## config.mk

```make
export PLATFORM = sky130hd
export DESIGN_NAME = sb2_cen_timer
export DESIGN_NICKNAME = d
export VERILOG_FILES = /design/src/hw/sb2_cen_timer.sv
export VERILOG_INCLUDE_DIRS = /design/src /design/src/hw
export SDC_FILE = /design/constraint.sdc
export NUM_CORES = 1
export LEC_CHECK = 0
export ABC_AREA = 1
export BUFFER_PORTS_ARGS = -buffer_cell sky130_fd_sc_hd__buf_4
export CORE_AREA = 5 5 42 44
export DETAILED_ROUTE_END_ITERATION = 12
export DIE_AREA = 0 0 47 49
export HOLD_SLACK_MARGIN = 0.12
export PLACE_DENSITY_LB_ADDON = 0.15
export SYNTH_ARGS = -nofsm -noshare
export SYNTH_HDL_FRONTEND = slang
export SYNTH_SLANG_ARGS = --single-unit
```

## constraint.sdc

```tcl
create_clock -name CLK96 -period 0.8 [get_ports CLK96]
set_input_delay 0.16 -clock CLK96 [delete_from_list [all_inputs] [get_ports CLK96]]
set_output_delay 0.16 -clock CLK96 [all_outputs]
set_load 0.02 [all_outputs]
```

## src/hw/sb2_bus_cfg.svh

```systemverilog
/*
 * sb2 bus controller configuration
 * memory map bases, decode masks, RAM depths and clock-enable divisor
 */
`ifndef SB2_BUS_CFG_SVH
`define SB2_BUS_CFG_SVH

// CLK96 cycles per 16 MHz enable
`define SB2_CEN_DIV     6

// byte addresses on the 68000 side
`define SB2_ROM_LIMIT   24'h07FFFF
`define SB2_WRAM_BASE   24'h100000
`define SB2_VDP_BASE    24'h300000
`define SB2_PAL_BASE    24'h400000
`define SB2_IO_BASE     24'h700000

// window masks, bits kept for the base compare
`define SB2_WRAM_MASK   24'hFF0000
`define SB2_VDP_MASK    24'hF00000
`define SB2_PAL_MASK    24'hFFF000
`define SB2_IO_MASK     24'hFFF000

// word address widths
`define SB2_WRAM_AW     15
`define SB2_PAL_AW      11

`endif

```

## src/hw/sb2_cen_timer.sv

```systemverilog
/*
 * CPU clock enable
 * one CLK96 cycle in every SB2_CEN_DIV, i.e. 16 MHz
 */
`default_nettype none

`include "sb2_bus_cfg.svh"

module sb2_cen_timer (
    input  wire  CLK96,
    input  wire  RESET96,
    output logic cen
);

    localparam int CNT_W = $clog2(`SB2_CEN_DIV);

    logic [CNT_W-1:0] cnt;

    always_ff @(posedge CLK96 or posedge RESET96) begin
        if (RESET96) begin
            cnt <= '0;
            cen <= 1'b0;
        end else begin
            if (cnt == CNT_W'(`SB2_CEN_DIV - 1)) begin
                cnt <= '0;
                cen <= 1'b1;   // one-cycle pulse at wrap
            end else begin
                cnt <= cnt + 1'b1;
                cen <= 1'b0;
            end
        end
    end

endmodule

`default_nettype wire

```

==> results_dict.tcl <==
set metrics [dict create \
    grt.total_usage_pct 3.11 \
    drt-initial-drc-count 1 \
    crit_path_max_fanout 1 \
    cts_setup_buffers 0 \
    vias 103 \
    grt_max_degree 5 \
    crit_type "reg -> out" \
    drive_gt1_share_pct 22.7 \
    holdWs_ns 0.382 \
    use_met1_pct 3.56 \
    place_area_sq_um 184 \
    grt_pass1_wl_um 420 \
    slew-limit-headroom_pct 89.3 \
    antenna_left 0 \
    ys_async_sr_fraction_pct 100 \
    dieWidth_um 47 \
    synthesis.nets 18 \
    worst_pin_slew_ns 0.161 \
    gr-total-overflow 0 \
    rsz0062_at_grt "yes" \
    fmax_mhz 1140 \
    hold_viol 0 \
    min_period_ns 0.878 \
    synth_top_cell_by_area "dfrtp_1" \
    end_kind "output pin" \
    synth_edf_count 0 \
    antennaDiodeCount 0 \
    routabilityCongestion 0.655 \
    clk_pin_slew_ns 0.04 \
    ys_top_cells_by_count "nand2_1, dfrtp_1, inv_1" \
    setup_violations 1 \
    avgSynthCellArea_sq_um 9.31 \
    leakagePower_nw 0.126 \
    status "finished, violations left" \
    grt_util_met2_pct 2.26 \
    synthFlopType "dfrtp_1" \
    cts.sinks 4 \
    p_per_area_mw_per_mm2 2060 \
    critPathSlowestCell "dfrtp_1" \
    firstDrtPassIters 2 \
    drt_wl_total_um 231 \
    violations "setup timing" \
    htreeDepth 1 \
    fin_util_pct 15.7 \
    syn_inst 16 \
    worstPathRequired_ns 0.64 \
    report.final.slew_viol_count 0 \
    vdd_ir_drop_max_v 0.000708 \
    rows 14 \
    cts_buffer_depth 2 \
    cap_violations 0 \
    yosysTopAreaCellShare_pct 67.2 \
    die_y_um 49 \
    holdCritPathClass "in -> async" \
    min_period_over_period_pct 110 \
    synth.distinct_cells 5 \
    skew_ns 0.000860 \
    drc 0 \
    power.total_uw 454 \
    clk_latency_ns 0.23 \
    crit_chain "buf_6" \
    grt_pass1_vias 103 \
    cp_num_buf_inv 1 \
    startpoint_type "flip-flop" \
    layout_setup_ws_ns -0.0780 \
    synth.yosys.seq_area_share_pct 67.2 \
    vias_per_cell 2.71 \
    yosysMostFrequentCell "nand2_1" \
    coreArea_sq_mm 0.00140 \
    fin_area_sq_um 220 \
    cts_made_buffers 3 \
    synthTopCellsByArea "dfrtp_1, nand2_1, inv_1" \
    arrival_ns 0.72 \
    cp_slowest_stage_delay_ns 0.36 \
    nNetsFinal 26 \
    wire_per_inst_um 6.08 \
    crit_family "flip-flops" \
    antenna_found_initial 0 \
    cts_tree "done" \
    die-area_sq_mm 0.00230 \
    busiest_layer "met3" \
    io_pins 3 \
    netlist_area_sq_um 149 \
    synth-seq-cells 4 \
    root_buffer "clkbuf_4" \
    dp_slack_ns 0.111 \
    ys.warnings.count 0 \
    areaGrowthSynthToFinish_pct 47.9 \
    met3_usage_pct 5.54 \
    port_buffers 2 \
    start_util_pct 10.6 \
]
## power breakdown
part           switching [mW]  internal, mW
clock                  0.0712         0.167
combinational         0.00516       0.00657
sequential                  0         0.204
total                  0.0764         0.377
## logic make-up (layout without fill, tap and decap cells)
kind of cell / after synthesis / after routing / share of synthesized area, %
AND/OR/NAND/NOR: 8 / 8 / 22.7
flip-flops: 4 / 4 / 67.2
buffers and inverters: 4 / 10 / 10.1
## sequential cells by signal, indices dropped and copies added, names as in the netlist
| signal | count |
|---|---|
| cen | 1 |
| cnt | 3 |
## metal layers
metal / up-vias / routed length, um / part of all wire [%]
li1: 57 / - / -
met5: - / 0 / 0
met1: 41 / 125 / 54
met3: 0 / 40 / 17
met2: 5 / 65 / 28
met4: 0 / 0 / 0
## timing repair
item / in CTS / in global routing
setup endpoints to repair: 1 / 1
hold buffers: 1 / 0
gates resized for setup: 1 / 0
hold endpoints to repair: 4 / 0
## layout make-up
type	instances	area (sq um)
clock buffers	3	22.5
flip-flops and latches	4	100
well taps	16	20.0
repair buffers	3	28.8
multi-input cells	8	33.8
fillers	158	1180
inverters	4	15.0
## final timing paths
check	startpoint	to	slack, ns	depth (start not counted)
hold reg to reg	cnt[1]	cen	0.47	1
max in group asynchronous	RESET96	cnt[0]	0.26	3
setup reg to reg	cnt[0]	cnt[2]	0.10	4
min in group CLK96	cnt[1]	cen	0.47	1
setup / recovery	cen	cen	-0.08	1
hold / removal	RESET96	cnt[2]	0.38	3
## metrics by stage
stage          cells  setup TNS (ns)
4_1_cts           38         -0.0892
5_1_grt           38          -0.115
6_report          38         -0.0780
2_1_floorplan     16               0
3_3_place_gp      34               0
3_5_place_dp      34               0
## cells in the final DEF (no fill, tap or decap), drive strengths merged
master       netlist  layout
dlygate4sd3        0       1
clkbuf             0       3
nand3b             1       1
buf                0       2
dfrtp              4       4
inv                4       4
nor2               1       1
nand2              6       6
(Power assumes the default switching activity.)
