[src/hw/sb2_bus_cfg.svh]
/*
 * sb2 bus controller configuration
 * memory map bases, decode masks, RAM depths and clock-enable divisor
 */
`ifndef SB2_BUS_CFG_SVH
`define SB2_BUS_CFG_SVH

// CLK96 cycles per 16 MHz enable
`define SB2_CEN_DIV     6

// byte addresses on the 68000 side
`define SB2_ROM_LIMIT   24'h07FFFF
`define SB2_WRAM_BASE   24'h100000
`define SB2_VDP_BASE    24'h300000
`define SB2_PAL_BASE    24'h400000
`define SB2_IO_BASE     24'h700000

// window masks, bits kept for the base compare
`define SB2_WRAM_MASK   24'hFF0000
`define SB2_VDP_MASK    24'hF00000
`define SB2_PAL_MASK    24'hFFF000
`define SB2_IO_MASK     24'hFFF000

// word address widths
`define SB2_WRAM_AW     15
`define SB2_PAL_AW      11

`endif

[src/hw/sb2_bus_pkg.sv]
/*
 * sb2 bus types
 * data word, word address, byte strobes, decoded region and VDP command set
 */
`default_nettype none

package sb2_bus_pkg;

    typedef logic [15:0] bus_word_t;
    typedef logic [22:0] bus_addr_t;   // cpu address bits 23..1
    typedef logic [1:0]  byte_en_t;    // [1] upper, [0] lower

    typedef enum logic [2:0] {
        region_none,
        region_rom,
        region_wram,
        region_vdp,
        region_pal,
        region_io
    } region_e;

    // one bit per VDP command
    typedef struct packed {
        logic select_reg;
        logic write_reg;
        logic write_ram;
        logic read_ram_h;
        logic read_ram_l;
        logic set_ram_ptr;
    } vdp_op_t;

endpackage

`default_nettype wire

[src/hw/sb2_mem_if.sv]
/*
 * request/response link between the cycle controller and one bus target
 * req is held with stable fields until done is seen
 */
`default_nettype none

interface sb2_mem_if import sb2_bus_pkg::*; ();

    logic      req;
    bus_addr_t addr;
    logic      we;
    byte_en_t  be;
    bus_word_t wdata;
    bus_word_t rdata;
    logic      done;

    modport master (
        output req, addr, we, be, wdata,
        input  rdata, done
    );

    modport target (
        input  req, addr, we, be, wdata,
        output rdata, done
    );

endinterface

`default_nettype wire

[src/hw/sb2_io_ports.sv]
/*
 * cabinet input and DIP switch read ports
 * active-low cabinet inputs are inverted into the game's format
 */
`default_nettype none

module sb2_io_ports import sb2_bus_pkg::*; (
    input  wire        CLK96,
    input  wire        RESET96,
    sb2_mem_if.target  port,
    input  wire [9:0]  joy1,
    input  wire [9:0]  joy2,
    input  wire [1:0]  start_button,
    input  wire [1:0]  coin,
    input  wire        service,
    input  wire        dip_test,
    input  wire [7:0]  dipsw_a,
    input  wire [7:0]  dipsw_b,
    input  wire [7:0]  dipsw_c
);

    logic [11:0] offset;
    logic [7:0]  p1_byte;
    logic [7:0]  p2_byte;
    logic [7:0]  sys_byte;
    bus_word_t   read_word;

    assign offset = {port.addr[10:0], 1'b0};

    // up, down, right, left order for the game
    assign p1_byte = {2'b00, ~joy1[5], ~joy1[4], ~joy1[0], ~joy1[1], ~joy1[2], ~joy1[3]};
    assign p2_byte = {2'b00, ~joy2[5], ~joy2[4], ~joy2[0], ~joy2[1], ~joy2[2], ~joy2[3]};
    assign sys_byte = {1'b0, ~start_button[1], ~start_button[0], ~coin[1], ~coin[0],
                       ~dip_test, 1'b0, ~service};

    always_comb begin
        case (offset)
            12'h000: read_word = {2{dipsw_c}};
            12'h004: read_word = {2{dipsw_a}};
            12'h008: read_word = {2{dipsw_b}};
            12'h00C: read_word = {2{p1_byte}};
            12'h010: read_word = {2{p2_byte}};
            12'h01C: read_word = {dipsw_c, sys_byte};
            default: read_word = '0;
        endcase
    end

    always_ff @(posedge CLK96 or posedge RESET96) begin
        if (RESET96) begin
            port.done  <= 1'b0;
            port.rdata <= '0;
        end else begin
            port.done <= port.req && !port.done;
            if (port.req && !port.done)
                port.rdata <= port.we ? '0 : read_word;   // coin word writes land here too
        end
    end

endmodule

`default_nettype wire

[src/flat_wrapper.sv]
// flat-port wrapper written by rule: the top's interface ports become plain ports
module sb2_io_ports_flat import sb2_bus_pkg::*;
  (CLK96, RESET96, joy1, joy2, start_button, coin, service, dip_test, dipsw_a, dipsw_b, dipsw_c, port_req, port_addr, port_we, port_be, port_wdata, port_rdata, port_done);
  sb2_mem_if port_i ();
  input  wire CLK96;
  input  wire RESET96;
  input  wire [9:0] joy1;
  input  wire [9:0] joy2;
  input  wire [1:0] start_button;
  input  wire [1:0] coin;
  input  wire service;
  input  wire dip_test;
  input  wire [7:0] dipsw_a;
  input  wire [7:0] dipsw_b;
  input  wire [7:0] dipsw_c;
  input wire logic [$bits(port_i.req)-1:0] port_req;
  input wire logic [$bits(port_i.addr)-1:0] port_addr;
  input wire logic [$bits(port_i.we)-1:0] port_we;
  input wire logic [$bits(port_i.be)-1:0] port_be;
  input wire logic [$bits(port_i.wdata)-1:0] port_wdata;
  output wire logic [$bits(port_i.rdata)-1:0] port_rdata;
  output wire logic [$bits(port_i.done)-1:0] port_done;
  assign port_i.req = port_req;
  assign port_i.addr = port_addr;
  assign port_i.we = port_we;
  assign port_i.be = port_be;
  assign port_i.wdata = port_wdata;
  assign port_rdata = port_i.rdata;
  assign port_done = port_i.done;
  sb2_io_ports u_core (.CLK96(CLK96), .RESET96(RESET96), .port(port_i), .joy1(joy1), .joy2(joy2), .start_button(start_button), .coin(coin), .service(service), .dip_test(dip_test), .dipsw_a(dipsw_a), .dipsw_b(dipsw_b), .dipsw_c(dipsw_c));
endmodule
[config.mk]
export PLATFORM = sky130hd
export DESIGN_NAME = sb2_io_ports_flat
export DESIGN_NICKNAME = d
export VERILOG_FILES = /design/src/hw/sb2_bus_cfg.svh /design/src/hw/sb2_bus_pkg.sv /design/src/hw/sb2_mem_if.sv /design/src/hw/sb2_io_ports.sv /design/src/flat_wrapper.sv
export SDC_FILE = /design/constraint.sdc
export NUM_CORES = 1
export LEC_CHECK = 0
export BUFFER_PORTS_ARGS = -buffer_cell sky130_fd_sc_hd__buf_2
export CAP_MARGIN = 20
export CORE_MARGIN = 2
export CORE_UTILIZATION = 40
export CTS_BUF_LIST = sky130_fd_sc_hd__clkbuf_8
export CTS_CLUSTER_SIZE = 30
export DETAILED_ROUTE_END_ITERATION = 6
export PLACE_DENSITY = 0.85
export SYNTH_ARGS = -nofsm -noshare
export SYNTH_HDL_FRONTEND = slang
export SYNTH_SLANG_ARGS = --single-unit
[constraint.sdc]
create_clock -name CLK96 -period 3.3 [get_ports CLK96]
set_input_delay 0.66 -clock CLK96 [delete_from_list [all_inputs] [get_ports CLK96]]
set_output_delay 0.66 -clock CLK96 [all_outputs]
set_load 0.02 [all_outputs]
==> metrics <==
Crit. End Element register; DIE AREA 3560 sq um; initial antenna violation count 0; Worst-Skew Late Latency 0.25 ns; routability cong. 0.751; # fillers 300; CTS tree done; Vias per Instance 5.43; Rows 20; HPWL after DPL 2620 microns; Pwr Density between 200 and 300 nW/um^2; Worst Setup EP u_core.port.rdata[6]$_DFFE_PP0P_; final core utilization 0.550; commonest non-fill, non-tap cell in the layout buf_2; Worst-Margin Slew 0.796 ns; outcome finished, final reports clean; Worst Skew 0.00181 ns; met3 usage 0.0584; Setup crit start kind input port; Hold Fails Final Rpt 0; first-pass GRT wire length 5340 microns; critical path class input port to register; syn_area_per_cell 8.68 sq um; total of max-cap violations 0; instance area after placement about 1600 sq um; WP data arrival approximately 2.4 ns; post-synthesis register bit count 17; CTS Buf Count 3; R2R Setup Slk around 1.2 ns; GRT Util Overall 0.195; Boundary Pins 112; # H-tree levels 1; CTS Buffer Depth 2; grt ovf 0; R2R cell count 4; ANT nets after route 0; final wirelength roughly 3300 microns; Die X 59.7 microns; Area Growth Syn to Fin 33.1%; die height 59.7 microns; sequential fraction of the synthesis area 0.343; Max VDD drop between 200 and 250 uV; nets@finish about 310; yosys warns 0; clk root buf clkbuf_8; layout cells sized above 1 0.398; vias in the first global route 1241; Worst path slowest cell nor4b_4; gr busiest metal met2; fin crit share 0.684; Detailed Routing Iterations Pass 1 4; Reg2Reg Launch Point u_core.port.done$_DFF_PP0_; Global Route met2 Usage 0.360; commonest cells after routing, fill and taps aside 73 x buf_2, 18 x a21oi_1, 17 x nand2b_1, 17 x dfrtp_1, 12 x nand2_1; Avg WL per Cell 13.4 microns; critical path, cell by cell buf_2 -> clkinv_1 -> nor4b_4 -> a22oi_1 -> o21ai_1; P_leak 0.834 nW; HP Class register to register; mapped cell area 1240 sq um; RSZ-0062 raised after global routing false; post-cts sizing count 0; Setup Viol. Count Final 0; pin count of the biggest net entering global routing 29; Worst slew margin 0.469; clock sink count 17; detailed-route DRC error count 0; met1 Use GR 0.232; Synth cell types 35; syn nets 238; DR iter-0 viols 44; Post-synth EDFFs 0; Gate Count Post-Synth 143; Max Clk Rate 0.443 GHz; FFs w/ async S/R, synth 1.00; predominant post-synthesis flop cell dfrtp_1; worst stage delay on the critical path 0.71 ns; Tmin final 2.26 ns; vias 1324; Tot Pwr 0.455 mW; worst-path fanout max 28; Antenna Diode Count 0; Slew Limit Fails 0; Worst R2R End u_core.port.rdata[13]$_DFFE_PP0P_; postcts setup bufs 0; CORE AREA about 3000 sq um; starting density of the core 0.413; PortBufs 73; Hold Startpoint u_core.port.rdata[1]$_DFFE_PP0P_; cts hold-fix bufs 0; Sum Neg Setup Slack 0 ns; final instance area 1650 sq um; Clock Pin Slew Worst Setup and Hold Paths 0.06 ns; worst setup path startpoint port_addr[1]; Worst Path Required 3.47 ns
## state kept, by name (all words and copies together), names as in the netlist
signal,flops
u_core.port.rdata,16
u_core.port.done,1
## through the flow
stage | worst slack [ns] | cells | hold slack (ns)
5_1_grt | 0.912 | 244 | 0.493
3_5_place_dp | 0.783 | 240 | 0.456
2_1_floorplan | 1.16 | 143 | 0.583
6_report | 1.04 | 244 | 0.464
3_3_place_gp | 0.831 | 240 | 0.453
4_1_cts | 1.04 | 244 | 0.471
## worst max-delay path: cells and delay by family
| family | cells | cell delay, ns |
|---|---|---|
| compound gates | 2 | 0.37 |
| buf+inv | 2 | 0.69 |
| simple gates | 1 | 0.71 |
## cells by family after synthesis
group / share of synthesized area
buf+inv: 0.0544
xor+xnor: 0.00706
flops: 0.343
mux: 0.0685
simple gates: 0.261
compound gates: 0.266
## power by group
| group | internal, mW | leakage (nW) | switching (mW) |
|---|---|---|---|
| Sequential | 0.209 | 0.236 | 0.000526 |
| Clock | 0.0824 | 0.0269 | 0.0668 |
| Combinational | 0.0454 | 0.571 | 0.0507 |
## synth_stat cells (4+ instances only)
master	instances	area share
mux2i_1	4	0.032
a22oi_1	7	0.042
nand2_1	12	0.036
a21oi_1	18	0.073
nor2_1	9	0.027
a221oi_1	4	0.028
nand2b_1	17	0.086
clkbuf_1	8	0.024
inv_1	6	0.018
dfrtp_1	17	0.34
## routing by layer
layer  vias up  share of wire
li1        661              -
met1       612           0.43
met2        51           0.50
met3         0          0.068
met4         0              0
met5         -              0
## area by class of cell
class                           instances  area [sq um]  share of cell area
Clock buffer                            3          41.3              0.0250
Clock inverter                          1          3.75             0.00227
Inverter                                7          26.3              0.0159
Multi-Input combinational cell        110           748               0.453
Sequential cell                        17           425               0.258
Tap cell                               33          41.3              0.0250
Timing Repair Buffer                   73           365               0.221
## worst min path at each step
stage                                             to  cells after the start
finish              u_core.port.rdata[1]$_DFFE_PP0P_                      2
global route        u_core.port.rdata[1]$_DFFE_PP0P_                      2
CTS                 u_core.port.rdata[1]$_DFFE_PP0P_                      2
detailed placement  u_core.port.rdata[1]$_DFFE_PP0P_                      2
global placement    u_core.port.rdata[1]$_DFFE_PP0P_                      2
floorplan           u_core.port.rdata[1]$_DFFE_PP0P_                      2
(Power assumes the default switching activity.)
