**src/hw/sb2_bus_cfg.svh**
```systemverilog
/*
 * sb2 bus controller configuration
 * memory map bases, decode masks, RAM depths and clock-enable divisor
 */
`ifndef SB2_BUS_CFG_SVH
`define SB2_BUS_CFG_SVH

// CLK96 cycles per 16 MHz enable
`define SB2_CEN_DIV     6

// byte addresses on the 68000 side
`define SB2_ROM_LIMIT   24'h07FFFF
`define SB2_WRAM_BASE   24'h100000
`define SB2_VDP_BASE    24'h300000
`define SB2_PAL_BASE    24'h400000
`define SB2_IO_BASE     24'h700000

// window masks, bits kept for the base compare
`define SB2_WRAM_MASK   24'hFF0000
`define SB2_VDP_MASK    24'hF00000
`define SB2_PAL_MASK    24'hFFF000
`define SB2_IO_MASK     24'hFFF000

// word address widths
`define SB2_WRAM_AW     15
`define SB2_PAL_AW      11

`endif

```
**src/hw/sb2_bus_pkg.sv**
```systemverilog
/*
 * sb2 bus types
 * data word, word address, byte strobes, decoded region and VDP command set
 */
`default_nettype none

package sb2_bus_pkg;

    typedef logic [15:0] bus_word_t;
    typedef logic [22:0] bus_addr_t;   // cpu address bits 23..1
    typedef logic [1:0]  byte_en_t;    // [1] upper, [0] lower

    typedef enum logic [2:0] {
        region_none,
        region_rom,
        region_wram,
        region_vdp,
        region_pal,
        region_io
    } region_e;

    // one bit per VDP command
    typedef struct packed {
        logic select_reg;
        logic write_reg;
        logic write_ram;
        logic read_ram_h;
        logic read_ram_l;
        logic set_ram_ptr;
    } vdp_op_t;

endpackage

`default_nettype wire

```
**src/hw/sb2_mem_if.sv**
```systemverilog
/*
 * request/response link between the cycle controller and one bus target
 * req is held with stable fields until done is seen
 */
`default_nettype none

interface sb2_mem_if import sb2_bus_pkg::*; ();

    logic      req;
    bus_addr_t addr;
    logic      we;
    byte_en_t  be;
    bus_word_t wdata;
    bus_word_t rdata;
    logic      done;

    modport master (
        output req, addr, we, be, wdata,
        input  rdata, done
    );

    modport target (
        input  req, addr, we, be, wdata,
        output rdata, done
    );

endinterface

`default_nettype wire

```
**src/hw/sb2_vdp_cmd.sv**
```systemverilog
/*
 * VDP command strobes
 * one strobe per access, held until the VDP acknowledges
 */
`default_nettype none

module sb2_vdp_cmd import sb2_bus_pkg::*; (
    input  wire             CLK96,
    input  wire             RESET96,
    sb2_mem_if.target       port,
    output vdp_op_t         vdp_op,
    input  wire             vdp_ack,
    input  wire bus_word_t  vdp_data
);

    logic [3:0] offset;
    vdp_op_t    op_next;
    logic       issue;
    logic       ack_hit;
    logic       quick_done;   // offsets with no command

    assign offset  = {port.addr[2:0], 1'b0};
    assign issue   = port.req && !port.done && (vdp_op == '0);
    assign ack_hit = vdp_ack && (vdp_op != '0);

    always_comb begin
        op_next = '0;
        if (port.we) begin
            case (offset)
                4'h0:       op_next.set_ram_ptr = 1'b1;
                4'h4, 4'h6: op_next.write_ram   = 1'b1;
                4'h8:       op_next.select_reg  = 1'b1;
                4'hC:       op_next.write_reg   = 1'b1;
                default:    op_next = '0;
            endcase
        end else begin
            case (offset)
                4'h4:    op_next.read_ram_h = 1'b1;
                4'h6:    op_next.read_ram_l = 1'b1;
                default: op_next = '0;
            endcase
        end
    end

    always_ff @(posedge CLK96 or posedge RESET96) begin
        if (RESET96) begin
            vdp_op     <= '0;
            quick_done <= 1'b0;
        end else begin
            quick_done <= 1'b0;
            if (ack_hit)
                vdp_op <= '0;   // VDP took it
            else if (issue) begin
                if (op_next == '0)
                    quick_done <= 1'b1;
                else
                    vdp_op <= op_next;
            end
        end
    end

    assign port.done  = quick_done || ack_hit;
    assign port.rdata = ack_hit ? vdp_data : '0;

endmodule

`default_nettype wire

```
**src/flat_wrapper.sv**
```systemverilog
// flat-port wrapper written by rule: the top's interface ports become plain ports
module sb2_vdp_cmd_flat import sb2_bus_pkg::*;
  (CLK96, RESET96, vdp_op, vdp_ack, vdp_data, port_req, port_addr, port_we, port_be, port_wdata, port_rdata, port_done);
  sb2_mem_if port_i ();
  input  wire CLK96;
  input  wire RESET96;
  output vdp_op_t vdp_op;
  input  wire vdp_ack;
  input  wire bus_word_t vdp_data;
  input wire logic [$bits(port_i.req)-1:0] port_req;
  input wire logic [$bits(port_i.addr)-1:0] port_addr;
  input wire logic [$bits(port_i.we)-1:0] port_we;
  input wire logic [$bits(port_i.be)-1:0] port_be;
  input wire logic [$bits(port_i.wdata)-1:0] port_wdata;
  output wire logic [$bits(port_i.rdata)-1:0] port_rdata;
  output wire logic [$bits(port_i.done)-1:0] port_done;
  assign port_i.req = port_req;
  assign port_i.addr = port_addr;
  assign port_i.we = port_we;
  assign port_i.be = port_be;
  assign port_i.wdata = port_wdata;
  assign port_rdata = port_i.rdata;
  assign port_done = port_i.done;
  sb2_vdp_cmd u_core (.CLK96(CLK96), .RESET96(RESET96), .port(port_i), .vdp_op(vdp_op), .vdp_ack(vdp_ack), .vdp_data(vdp_data));
endmodule
```
**config.mk**
```make
export PLATFORM = sky130hd
export DESIGN_NAME = sb2_vdp_cmd_flat
export DESIGN_NICKNAME = d
export VERILOG_FILES = /design/src/hw/sb2_bus_cfg.svh /design/src/hw/sb2_bus_pkg.sv /design/src/hw/sb2_mem_if.sv /design/src/hw/sb2_vdp_cmd.sv /design/src/flat_wrapper.sv
export SDC_FILE = /design/constraint.sdc
export NUM_CORES = 1
export LEC_CHECK = 0
export BUFFER_PORTS_ARGS = -buffer_cell sky130_fd_sc_hd__buf_2
export CAP_MARGIN = 25
export CORE_MARGIN = 3
export CORE_UTILIZATION = 28
export CTS_CLUSTER_DIAMETER = 120
export CTS_CLUSTER_SIZE = 25
export DETAILED_ROUTE_END_ITERATION = 10
export PLACE_DENSITY = 0.83
export SYNTH_ARGS = -nofsm -noshare
export SYNTH_HDL_FRONTEND = slang
export SYNTH_SLANG_ARGS = --single-unit
```
**constraint.sdc**
```tcl
create_clock -name CLK96 -period 2.3 [get_ports CLK96]
set_input_delay 0.345 -clock CLK96 [delete_from_list [all_inputs] [get_ports CLK96]]
set_output_delay 0.345 -clock CLK96 [all_outputs]
set_load 0.05 [all_outputs]
```
==> results.json <==
{
  "avgSynthCellArea_sq_um": 9.21,
  "crit_type": "flip-flop to primary output",
  "cts_buffer_depth": 2,
  "yosys.cell_count.top_type": "inv_1",
  "peakVddDrop_uv": 253,
  "cts_tree": "built",
  "synth_area_sq_um": 488,
  "p_sw_share_pct": 42.4,
  "gp_congestion": 0.784,
  "holdBufCountCts": 0,
  "antenna_found_initial": 0,
  "track_usage_pct": 10.6,
  "clkPwrFrac_pct": 25.2,
  "final_antenna_net_count": 0,
  "drv_slew": 0,
  "wl_met2_um": 586,
  "p_int_uw": 258,
  "cts_setup_buffers": 0,
  "synth_edf_count": 0,
  "ys_ff_latch": 7,
  "highest_layer": "met4",
  "totalPowerFinal_uw": 447,
  "pin_count": 85,
  "synth_ff_type": "dfrtp_1",
  "cts.reportedPaths.clkPinSlew_ns": 0.06,
  "worstPathRequired_ns": 1.96,
  "rows": 14,
  "wire_per_inst_um": 11.2,
  "drt_iter0_drc": 1,
  "worst_pin_slew_ns": 0.550,
  "drt-pass1-iter-count": 3,
  "path_cells": "nor4_4 > a21boi_2 > or2_2 > buf_2",
  "slowest_stage": "dfrtp_1",
  "worst_slack_ns": 0.176,
  "async_reset_ff_share_pct": 100,
  "cap_violations": 0,
  "cp-start-kind": "flip-flop",
  "final_layout_size_suffix_gt1_share_pct": 63.7,
  "nNetsFinal": 165,
  "grt_pass1_vias": 468,
  "portBuffers": 46,
  "cts_root_buf": "clkbuf_4",
  "n_antenna_cell": 0,
  "synthTopCellsByArea": "dfrtp_1 (36%), and2_4 (11%), and2_2 (9.2%), inv_1 (6.2%), and2_1 (5.1%)",
  "layout_min_cycle_time_ns": 2.12,
  "min_period_over_period_pct": 92.3,
  "combPwrFrac_pct": 44.6,
  "cp_max_fo": 17,
  "crit_path_max_incr_delay_ns": 0.42,
  "cts_max_level": 1,
  "grt_max_degree": 18,
  "met1Wirelength_um": 502,
  "start_util_pct": 31.0,
  "synth-warning-count": 0,
  "dp_hpwl_mm": 1.14,
  "syn_to_final_growth_pct": 54.4,
  "die_w_um": 47.7,
  "core_area_sq_um": 1580,
  "setup_viol": 0,
  "cts_resized": 0,
  "synth.largest_area_cell": "dfrtp_1",
  "worstPathArrival_ns": 1.78,
  "num_vias": 554,
  "switchingPower_uw": 189,
  "wl_mm": 1.32,
  "leakagePower_nw": 0.454,
  "grt_remaining_overflow": 0,
  "status": "completed",
  "stdcell_count": 118,
  "setup_tns_ns": 0,
  "route.detailed.drc": 0,
  "setup.worst_path.end_class": "primary output",
  "wl_met3_um": 219,
  "synthTopCellsByCount": "inv_1 (8), dfrtp_1 (7), and2_2 (6), and2_4 (6)",
  "fillerInstances": 157,
  "p_seq_share_pct": 30.2,
  "grt_pass1_wl_mm": 1.71,
  "fmax_mhz": 471,
  "hold_path_class": "primary input to asynchronous set/reset pin",
  "die_area_sq_um": 2280,
  "dpl.cell_count": 114,
  "grt_setup_unrepaired": "no",
  "slew_headroom_pct": 63.1,
  "syn-instance-count": 53,
  "syn_nets": 115,
  "p_per_area_nw_per_um2": 594,
  "pre_cts_slack_ns": 0.433,
  "cts_buffers": 3,
  "clk_latency_ns": 0.25,
  "fp.dieH_um": 47.7,
  "yosysTopAreaCellShare_pct": 35.9,
  "hold_viol": 0,
  "cts_sinks": 7,
  "vias_per_cell": 4.69,
  "skew_ns": 0.00566,
  "yosysUniqueCellTypes": 18,
  "seq_area_frac_synth_pct": 35.9
}
metal layers:
metal | global-route usage, % | up-vias
met5 | 0 | -
met4 | 4.84 | 0
met1 | 10.7 | 239
li1 | - | 273
met3 | 2.63 | 2
met2 | 20.1 | 40
cells by family after synthesis:
kind of cell / Yosys count / share of synthesized area, %
DFF: 7 / 35.9
buffers and inverters: 9 / 8.46
and+or+nand+nor: 30 / 44.6
AOI/OAI and AO/OA: 7 / 11.0
path summary, 6_finish.rpt:
path	slack (ns)	start	depth (start not counted)	to
hold / removal	0.009	RESET96	2	u_core.vdp_op[4]
setup / recovery	0.18	u_core.vdp_op[1]	4	port_done
max in group asynchronous	2.07	RESET96	2	u_core.quick_done
min in group CLK96	0.32	port_addr[1]	2	u_core.vdp_op[5]
setup reg to reg	0.99	u_core.vdp_op[1]	3	u_core.quick_done
hold reg to reg	0.55	u_core.vdp_op[3]	2	u_core.vdp_op[3]
power groups by stage:
| stage | logic [mW] | registers (mW) | clock network, mW |
|---|---|---|---|
| after floorplan | 0.137 | 0.153 | 0 |
| after global placement | 0.198 | 0.137 | 0 |
| after detailed placement | 0.201 | 0.137 | 0 |
| after CTS | 0.201 | 0.135 | 0.115 |
| after global routing | 0.213 | 0.136 | 0.122 |
| final | 0.199 | 0.135 | 0.113 |
flip-flops by register name, indices dropped and copies added, names as in the netlist:
signal	cells
u_core.quick_done	1
u_core.vdp_op	6
cell usage in the layout (no fill, tap or decap):
master    count
nand2_1       3
nor3_1        1
nand3b_1      1
a21boi_2      1
and2_2        6
buf_2        46
or2_2         1
and2_4        6
clkbuf_1      1
clkbuf_4      3
inv_1         8
nand4_2       1
o32ai_1       2
and2_1        4
dfrtp_1       7
nor2b_1       3
o22ai_1       4
nor2_1        2
nand3_1       1
nor4_4        1
worst max-delay path, delay by kind of cell (launching register included):
kind | cells | cell delay, ns
AND/OR/NAND/NOR | 2 | 0.68
buffers and inverters | 1 | 0.21
AO/OA/AOI/OAI | 1 | 0.22
flip-flops | 1 | 0.42
cell type report:
class	instances	area, sq um	share of cell area [%]
Multi-Input combinational cell	37	272	36.0
Tap cell	16	20.0	2.66
Sequential cell	7	175	23.3
Clock buffer	4	26.3	3.49
Timing Repair Buffer	46	230	30.6
Inverter	8	30.0	3.99
stage by stage:
stage	hold slack [ns]	area (sq um)	util, %
6_report	0.00941	753	47.8
5_1_grt	0.0404	753	47.8
4_1_cts	0.0150	753	47.8
3_5_place_dp	0.286	727	46.1
3_3_place_gp	0.285	727	46.1
2_1_floorplan	0.148	488	-
Note: power is estimated with default switching activity, not from simulation.
