File: src/hw/sb2_bus_cfg.svh
/*
 * sb2 bus controller configuration
 * memory map bases, decode masks, RAM depths and clock-enable divisor
 */
`ifndef SB2_BUS_CFG_SVH
`define SB2_BUS_CFG_SVH

// CLK96 cycles per 16 MHz enable
`define SB2_CEN_DIV     6

// byte addresses on the 68000 side
`define SB2_ROM_LIMIT   24'h07FFFF
`define SB2_WRAM_BASE   24'h100000
`define SB2_VDP_BASE    24'h300000
`define SB2_PAL_BASE    24'h400000
`define SB2_IO_BASE     24'h700000

// window masks, bits kept for the base compare
`define SB2_WRAM_MASK   24'hFF0000
`define SB2_VDP_MASK    24'hF00000
`define SB2_PAL_MASK    24'hFFF000
`define SB2_IO_MASK     24'hFFF000

// word address widths
`define SB2_WRAM_AW     15
`define SB2_PAL_AW      11

`endif

File: src/hw/sb2_bus_pkg.sv
/*
 * sb2 bus types
 * data word, word address, byte strobes, decoded region and VDP command set
 */
`default_nettype none

package sb2_bus_pkg;

    typedef logic [15:0] bus_word_t;
    typedef logic [22:0] bus_addr_t;   // cpu address bits 23..1
    typedef logic [1:0]  byte_en_t;    // [1] upper, [0] lower

    typedef enum logic [2:0] {
        region_none,
        region_rom,
        region_wram,
        region_vdp,
        region_pal,
        region_io
    } region_e;

    // one bit per VDP command
    typedef struct packed {
        logic select_reg;
        logic write_reg;
        logic write_ram;
        logic read_ram_h;
        logic read_ram_l;
        logic set_ram_ptr;
    } vdp_op_t;

endpackage

`default_nettype wire

File: src/hw/sb2_mem_if.sv
/*
 * request/response link between the cycle controller and one bus target
 * req is held with stable fields until done is seen
 */
`default_nettype none

interface sb2_mem_if import sb2_bus_pkg::*; ();

    logic      req;
    bus_addr_t addr;
    logic      we;
    byte_en_t  be;
    bus_word_t wdata;
    bus_word_t rdata;
    logic      done;

    modport master (
        output req, addr, we, be, wdata,
        input  rdata, done
    );

    modport target (
        input  req, addr, we, be, wdata,
        output rdata, done
    );

endinterface

`default_nettype wire

File: src/hw/sb2_cycle_fsm.sv
/*
 * 68000 bus cycle controller
 * decodes the address, runs the ROM port or one target request,
 * latches read data and returns a single-cycle dtack
 */
`default_nettype none

`include "sb2_bus_cfg.svh"

module sb2_cycle_fsm import sb2_bus_pkg::*; (
    input  wire               CLK96,
    input  wire               RESET96,
    input  wire               cen,
    input  wire               cpu_as,
    input  wire bus_addr_t    cpu_addr,
    input  wire               cpu_rw,
    input  wire byte_en_t     cpu_ds,
    input  wire bus_word_t    cpu_wdata,
    output bus_word_t         cpu_rdata,
    output logic              cpu_dtack,
    output logic              prg_cs,
    output logic [18:0]       prg_addr,
    input  wire               prg_ok,
    input  wire bus_word_t    prg_data,
    sb2_mem_if.master         wram,
    sb2_mem_if.master         pal,
    sb2_mem_if.master         io,
    sb2_mem_if.master         vdp
);

    typedef enum logic [2:0] {
        st_idle,
        st_decode,
        st_wait,
        st_ack,
        st_release
    } state_e;

    state_e    state;
    region_e   region_q;
    logic      req_q;
    bus_addr_t addr_q;
    logic      we_q;
    byte_en_t  be_q;
    bus_word_t wdata_q;
    logic      sel_done;
    bus_word_t sel_rdata;

    function automatic region_e decode_region(input bus_addr_t a);
        logic [23:0] ba;
        ba = {a, 1'b0};
        if (ba <= `SB2_ROM_LIMIT)
            return region_rom;
        if ((ba & `SB2_WRAM_MASK) == `SB2_WRAM_BASE)
            return region_wram;
        if ((ba & `SB2_VDP_MASK) == `SB2_VDP_BASE)
            return region_vdp;
        if ((ba & `SB2_PAL_MASK) == `SB2_PAL_BASE)
            return region_pal;
        if ((ba & `SB2_IO_MASK) == `SB2_IO_BASE)
            return region_io;
        return region_none;
    endfunction

    // cycle fields, captured once per strobe
    always_ff @(posedge CLK96) begin
        if (state == st_idle && cen && cpu_as) begin
            addr_q  <= cpu_addr;
            we_q    <= !cpu_rw;   // 68k rw high = read
            be_q    <= cpu_ds;
            wdata_q <= cpu_wdata;
        end
    end

    assign prg_addr = addr_q[18:0];

    // same fields to every target, req only to the decoded one
    assign wram.req   = req_q && (region_q == region_wram);
    assign wram.addr  = addr_q;
    assign wram.we    = we_q;
    assign wram.be    = be_q;
    assign wram.wdata = wdata_q;

    assign pal.req   = req_q && (region_q == region_pal);
    assign pal.addr  = addr_q;
    assign pal.we    = we_q;
    assign pal.be    = be_q;
    assign pal.wdata = wdata_q;

    assign io.req   = req_q && (region_q == region_io);
    assign io.addr  = addr_q;
    assign io.we    = we_q;
    assign io.be    = be_q;
    assign io.wdata = wdata_q;

    assign vdp.req   = req_q && (region_q == region_vdp);
    assign vdp.addr  = addr_q;
    assign vdp.we    = we_q;
    assign vdp.be    = be_q;
    assign vdp.wdata = wdata_q;

    always_comb begin
        case (region_q)
            region_wram: begin
                sel_done  = wram.done;
                sel_rdata = wram.rdata;
            end
            region_pal: begin
                sel_done  = pal.done;
                sel_rdata = pal.rdata;
            end
            region_io: begin
                sel_done  = io.done;
                sel_rdata = io.rdata;
            end
            region_vdp: begin
                sel_done  = vdp.done;
                sel_rdata = vdp.rdata;
            end
            default: begin
                sel_done  = 1'b0;
                sel_rdata = '0;
            end
        endcase
    end

    always_ff @(posedge CLK96 or posedge RESET96) begin
        if (RESET96) begin
            state     <= st_idle;
            region_q  <= region_none;
            req_q     <= 1'b0;
            prg_cs    <= 1'b0;
            cpu_dtack <= 1'b0;
            cpu_rdata <= '0;
        end else begin
            cpu_dtack <= 1'b0;
            case (state)
                st_idle: begin
                    if (cen && cpu_as) begin   // strobe only seen on the enable
                        region_q <= decode_region(cpu_addr);
                        state    <= st_decode;
                    end
                end
                st_decode: begin
                    case (region_q)
                        region_rom: begin
                            if (we_q) begin
                                state <= st_ack;   // ROM writes dropped
                            end else begin
                                prg_cs <= 1'b1;
                                state  <= st_wait;
                            end
                        end
                        region_none: begin
                            if (!we_q)
                                cpu_rdata <= '0;   // open bus reads zero
                            state <= st_ack;
                        end
                        default: begin
                            req_q <= 1'b1;
                            state <= st_wait;
                        end
                    endcase
                end
                st_wait: begin
                    if (region_q == region_rom) begin
                        if (prg_ok) begin   // no limit on ROM latency
                            prg_cs    <= 1'b0;
                            cpu_rdata <= prg_data;
                            state     <= st_ack;
                        end
                    end else if (sel_done) begin
                        req_q <= 1'b0;
                        if (!we_q)
                            cpu_rdata <= sel_rdata;
                        state <= st_ack;
                    end
                end
                st_ack: begin
                    cpu_dtack <= 1'b1;
                    state     <= st_release;
                end
                st_release: begin
                    if (cen && !cpu_as)
                        state <= st_idle;   // next cycle needs a fresh strobe
                end
                default: state <= st_idle;
            endcase
        end
    end

endmodule

`default_nettype wire

File: src/flat_wrapper.sv
// flat-port wrapper written by rule: the top's interface ports become plain ports
module sb2_cycle_fsm_flat import sb2_bus_pkg::*;
  (CLK96, RESET96, cen, cpu_as, cpu_addr, cpu_rw, cpu_ds, cpu_wdata, cpu_rdata, cpu_dtack, prg_cs, prg_addr, prg_ok, prg_data, wram_req, wram_addr, wram_we, wram_be, wram_wdata, wram_rdata, wram_done, pal_req, pal_addr, pal_we, pal_be, pal_wdata, pal_rdata, pal_done, io_req, io_addr, io_we, io_be, io_wdata, io_rdata, io_done, vdp_req, vdp_addr, vdp_we, vdp_be, vdp_wdata, vdp_rdata, vdp_done);
  sb2_mem_if wram_i ();
  sb2_mem_if pal_i ();
  sb2_mem_if io_i ();
  sb2_mem_if vdp_i ();
  input  wire CLK96;
  input  wire RESET96;
  input  wire cen;
  input  wire cpu_as;
  input  wire bus_addr_t cpu_addr;
  input  wire cpu_rw;
  input  wire byte_en_t cpu_ds;
  input  wire bus_word_t cpu_wdata;
  output bus_word_t cpu_rdata;
  output logic cpu_dtack;
  output logic prg_cs;
  output logic [18:0] prg_addr;
  input  wire prg_ok;
  input  wire bus_word_t prg_data;
  output wire logic [$bits(wram_i.req)-1:0] wram_req;
  output wire logic [$bits(wram_i.addr)-1:0] wram_addr;
  output wire logic [$bits(wram_i.we)-1:0] wram_we;
  output wire logic [$bits(wram_i.be)-1:0] wram_be;
  output wire logic [$bits(wram_i.wdata)-1:0] wram_wdata;
  input wire logic [$bits(wram_i.rdata)-1:0] wram_rdata;
  input wire logic [$bits(wram_i.done)-1:0] wram_done;
  output wire logic [$bits(pal_i.req)-1:0] pal_req;
  output wire logic [$bits(pal_i.addr)-1:0] pal_addr;
  output wire logic [$bits(pal_i.we)-1:0] pal_we;
  output wire logic [$bits(pal_i.be)-1:0] pal_be;
  output wire logic [$bits(pal_i.wdata)-1:0] pal_wdata;
  input wire logic [$bits(pal_i.rdata)-1:0] pal_rdata;
  input wire logic [$bits(pal_i.done)-1:0] pal_done;
  output wire logic [$bits(io_i.req)-1:0] io_req;
  output wire logic [$bits(io_i.addr)-1:0] io_addr;
  output wire logic [$bits(io_i.we)-1:0] io_we;
  output wire logic [$bits(io_i.be)-1:0] io_be;
  output wire logic [$bits(io_i.wdata)-1:0] io_wdata;
  input wire logic [$bits(io_i.rdata)-1:0] io_rdata;
  input wire logic [$bits(io_i.done)-1:0] io_done;
  output wire logic [$bits(vdp_i.req)-1:0] vdp_req;
  output wire logic [$bits(vdp_i.addr)-1:0] vdp_addr;
  output wire logic [$bits(vdp_i.we)-1:0] vdp_we;
  output wire logic [$bits(vdp_i.be)-1:0] vdp_be;
  output wire logic [$bits(vdp_i.wdata)-1:0] vdp_wdata;
  input wire logic [$bits(vdp_i.rdata)-1:0] vdp_rdata;
  input wire logic [$bits(vdp_i.done)-1:0] vdp_done;
  assign wram_req = wram_i.req;
  assign wram_addr = wram_i.addr;
  assign wram_we = wram_i.we;
  assign wram_be = wram_i.be;
  assign wram_wdata = wram_i.wdata;
  assign wram_i.rdata = wram_rdata;
  assign wram_i.done = wram_done;
  assign pal_req = pal_i.req;
  assign pal_addr = pal_i.addr;
  assign pal_we = pal_i.we;
  assign pal_be = pal_i.be;
  assign pal_wdata = pal_i.wdata;
  assign pal_i.rdata = pal_rdata;
  assign pal_i.done = pal_done;
  assign io_req = io_i.req;
  assign io_addr = io_i.addr;
  assign io_we = io_i.we;
  assign io_be = io_i.be;
  assign io_wdata = io_i.wdata;
  assign io_i.rdata = io_rdata;
  assign io_i.done = io_done;
  assign vdp_req = vdp_i.req;
  assign vdp_addr = vdp_i.addr;
  assign vdp_we = vdp_i.we;
  assign vdp_be = vdp_i.be;
  assign vdp_wdata = vdp_i.wdata;
  assign vdp_i.rdata = vdp_rdata;
  assign vdp_i.done = vdp_done;
  sb2_cycle_fsm u_core (.CLK96(CLK96), .RESET96(RESET96), .cen(cen), .cpu_as(cpu_as), .cpu_addr(cpu_addr), .cpu_rw(cpu_rw), .cpu_ds(cpu_ds), .cpu_wdata(cpu_wdata), .cpu_rdata(cpu_rdata), .cpu_dtack(cpu_dtack), .prg_cs(prg_cs), .prg_addr(prg_addr), .prg_ok(prg_ok), .prg_data(prg_data), .wram(wram_i), .pal(pal_i), .io(io_i), .vdp(vdp_i));
endmodule
File: config.mk
export PLATFORM = sky130hd
export DESIGN_NAME = sb2_cycle_fsm_flat
export DESIGN_NICKNAME = d
export VERILOG_FILES = /design/src/hw/sb2_bus_pkg.sv /design/src/hw/sb2_mem_if.sv /design/src/hw/sb2_cycle_fsm.sv /design/src/flat_wrapper.sv
export VERILOG_INCLUDE_DIRS = /design/src /design/src/hw
export SDC_FILE = /design/constraint.sdc
export NUM_CORES = 1
export LEC_CHECK = 0
export BUFFER_PORTS_ARGS = -buffer_cell sky130_fd_sc_hd__buf_2
export CORE_AREA = 2 2 132 134
export CTS_BUF_LIST = sky130_fd_sc_hd__clkbuf_8
export DETAILED_ROUTE_END_ITERATION = 7
export DIE_AREA = 0 0 134 136
export HOLD_SLACK_MARGIN = 0.02
export PLACE_DENSITY = 0.55
export SETUP_SLACK_MARGIN = 0.3
export SYNTH_ARGS = -nofsm -noshare
export SYNTH_HDL_FRONTEND = slang
export SYNTH_SLANG_ARGS = --single-unit
File: constraint.sdc
create_clock -name CLK96 -period 2.5 [get_ports CLK96]
set_input_delay 0.5 -clock CLK96 [delete_from_list [all_inputs] [get_ports CLK96]]
set_output_delay 0.5 -clock CLK96 [all_outputs]
set_load 0.01 [all_outputs]
==> reports/metrics.yaml <==
dr.pass1.iters: 4
finClkSkew_ns: 0.0112
cts_num_sinks: 67
dp_hpwl_mm: 10.8
cp_data_required_time_ns: 2.73
worst_pin_slew_ns: 0.498
cp-start-kind: "flip-flop"
numCtsBuffers: 9
timing.rr.start: "u_core.state[1]"
io_buffers: 339
r2r_cells: 6
cts.reportedPaths.clkPinSlew_ns: 0.07
fin_setup_tns_ns: 0
final_cell_mix: "buf_2, edfxtp_1, dfrtp_1, a211oi_1"
critPathLaunch: "u_core.state[1]"
cp_max_fo: 8
synth_edf_count: 42
slew_headroom: 0.664
finalCritPeriodShare: 0.870
place_congestion: 0.754
finalSetupViolCount: 0
hold_slack_ns: 0.210
grt_use_total: 0.136
fill_cells: 1773
layout_min_cycle_time_ns: 2.18
drive_gt1_frac: 0.671
ys.flop_type: "edfxtp_1"
synth_nets: 509
max_freq_ghz: 0.460
syn2layout_area_growth_pct: 28.0
final_common_cell: "buf_2"
hold_class: "input port to asynchronous set/reset pin"
maxCapViolCount: 0
crit_buf_inv: 1
powerDensity_nw_per_um2: 852
cts_tree: "done"
chipWidth_um: 134
grt_pass1_vias: 3113
cellLeakagePower_nw: 2.75
crit_arrival_ns: 2.40
ys_seq_elements: 67
drv_slew: 0
antenna_left: 0
synth_area_per_cell_um2: 11.1
path_cells: "or4b_4, nor3_2, a31oi_2, a211oi_4, clkbuf_16, mux2_4"
critPathMaxStageDelay_ns: 0.55
cts-htree-levels: 3
grt_overflow: 0
place_inst: 789
start_util: 0.249
hold_viol_final: 0
antenna_found_initial: 3
grt_pass1_wl_mm: 18.3
syn_inst: 378
wl_per_cell_um: 16.7
vdd_drop_max_uv: 217
cpLargestDelayFamily: "simple AND/OR/NAND/NOR gates"
yosysWarnings: 0
rows: 48
vias: 3471
cts-root-buf: "clkbuf_8"
drc: 0
fin_nets: 711
status: "completed"
die_y_um: 136
io_pins: 340
crit_path_top_delay_cell: "or4b_4"
yosysSeqAreaShare: 0.449
viasPerCell: 4.28
synth_cell_types: 48
seq_area_um2: 1890
critical_path_class: "flip-flop to flip-flop"
routed_wirelength_mm: 13.5
drt_iter0_drc: 131
worst_setup_path_end_kind: "flip-flop"
core-area_um2: 16900
layout.cells.non_filler: 811
rsz0062_at_grt: "true"
clock_latency_ns: 0.34
syn_area_um2: 4200
power_mw: 4.58
ctsLongestPathBuffers: 2
multiInputGateArea_um2: 1130
grt_max_degree: 43
async_reset_ff_frac: 0.373
cp.depth: 6
die_area_um2: 18200
## final timing paths
kind	to	slack [ns]
min	u_core.cpu_rdata[4]	0.21
min in group CLK96	u_core.io.wdata[15]	0.34
min reg2reg	u_core.prg_cs	0.49
max	u_core.cpu_rdata[7]	0.32
max reg2reg	u_core.cpu_rdata[7]	0.32
max in group asynchronous	u_core.state[1]	1.99
## state kept, by name (all words and copies together) (netlist names)
name and flops:
u_core.region_q 3, u_core.io.wdata 16, u_core.state 3, u_core.io.we 1, u_core.cpu_rdata 16, u_core.prg_cs 1, u_core.io.addr 23, u_core.cpu_dtack 1
u_core.io.be 2, u_core.req_q 1
## power by group
part	internal, mW	switching [mW]
clock network	0.439	0.403
registers	1.47	0.247
logic	0.958	1.07
## per-stage QoR
stage               setup WS, ns  instance area [um^2]  utilization
finish                     0.324                  5380        0.319
global route               0.270                  5380        0.319
CTS                        0.302                  5280        0.313
detailed placement         0.318                  5100        0.302
global placement           0.345                  5100        0.302
floorplan                  0.306                  4200            -
## kinds of logic after synthesis
family / count (synthesis) / share of synthesized area
and+or+nand+nor: 42 / 0.0566
xor gates and xnor gates: 1 / 0.00208
muxes: 15 / 0.0482
DFF: 67 / 0.449
AOI/OAI and AO/OA: 85 / 0.158
buffers and inverters: 168 / 0.286
## per-layer routing
metal	wire, um	vias up	track usage
met5	13	-	0
met4	131	2	0.0390
met3	1240	12	0.0481
met2	6950	211	0.241
li1	-	1625	-
met1	5190	1621	0.153
## worst min-delay path, stage by stage
cell and delay (ns):
buf_2 0.09, inv_1 0.04, buf_4 0.32
## timing repair
item	CTS	global route
resized for setup	2	10
hold buffers	0	0
endpoints found under the setup margin	3	19
setup buffers	0	4
pin swaps	0	1
gates cloned	0	1
## layout make-up
type	count	area share
diodes	2	0.000931
clock buffers	9	0.0230
clock inverters	6	0.00907
inverters	5	0.00349
multi-input cells	143	0.210
flip-flops and latches	67	0.352
well taps	225	0.0523
repair buffers	354	0.350
## synth_stat cells (2+ instances only)
| cell type | n | area share |
|---|---|---|
| a211oi_1 | 17 | 0.030 |
| clkbuf_1 | 11 | 0.0098 |
| nand2_1 | 11 | 0.0098 |
| a22oi_1 | 16 | 0.029 |
| dfrtp_1 | 25 | 0.15 |
| nor4b_1 | 2 | 0.0042 |
| inv_1 | 5 | 0.0045 |
| mux2_2 | 6 | 0.016 |
| nor3_1 | 3 | 0.0036 |
| and3_1 | 2 | 0.0030 |
| mux2_4 | 9 | 0.032 |
| nand2b_1 | 2 | 0.0030 |
| buf_2 | 4 | 0.0048 |
| nor2_1 | 10 | 0.0089 |
| a22o_1 | 2 | 0.0042 |
| nor4_1 | 2 | 0.0030 |
| edfxtp_1 | 42 | 0.30 |
| a21o_1 | 15 | 0.027 |
| a221oi_1 | 16 | 0.033 |
| buf_4 | 145 | 0.26 |
| a21oi_1 | 6 | 0.0071 |
Note: power is estimated with default switching activity, not from simulation.
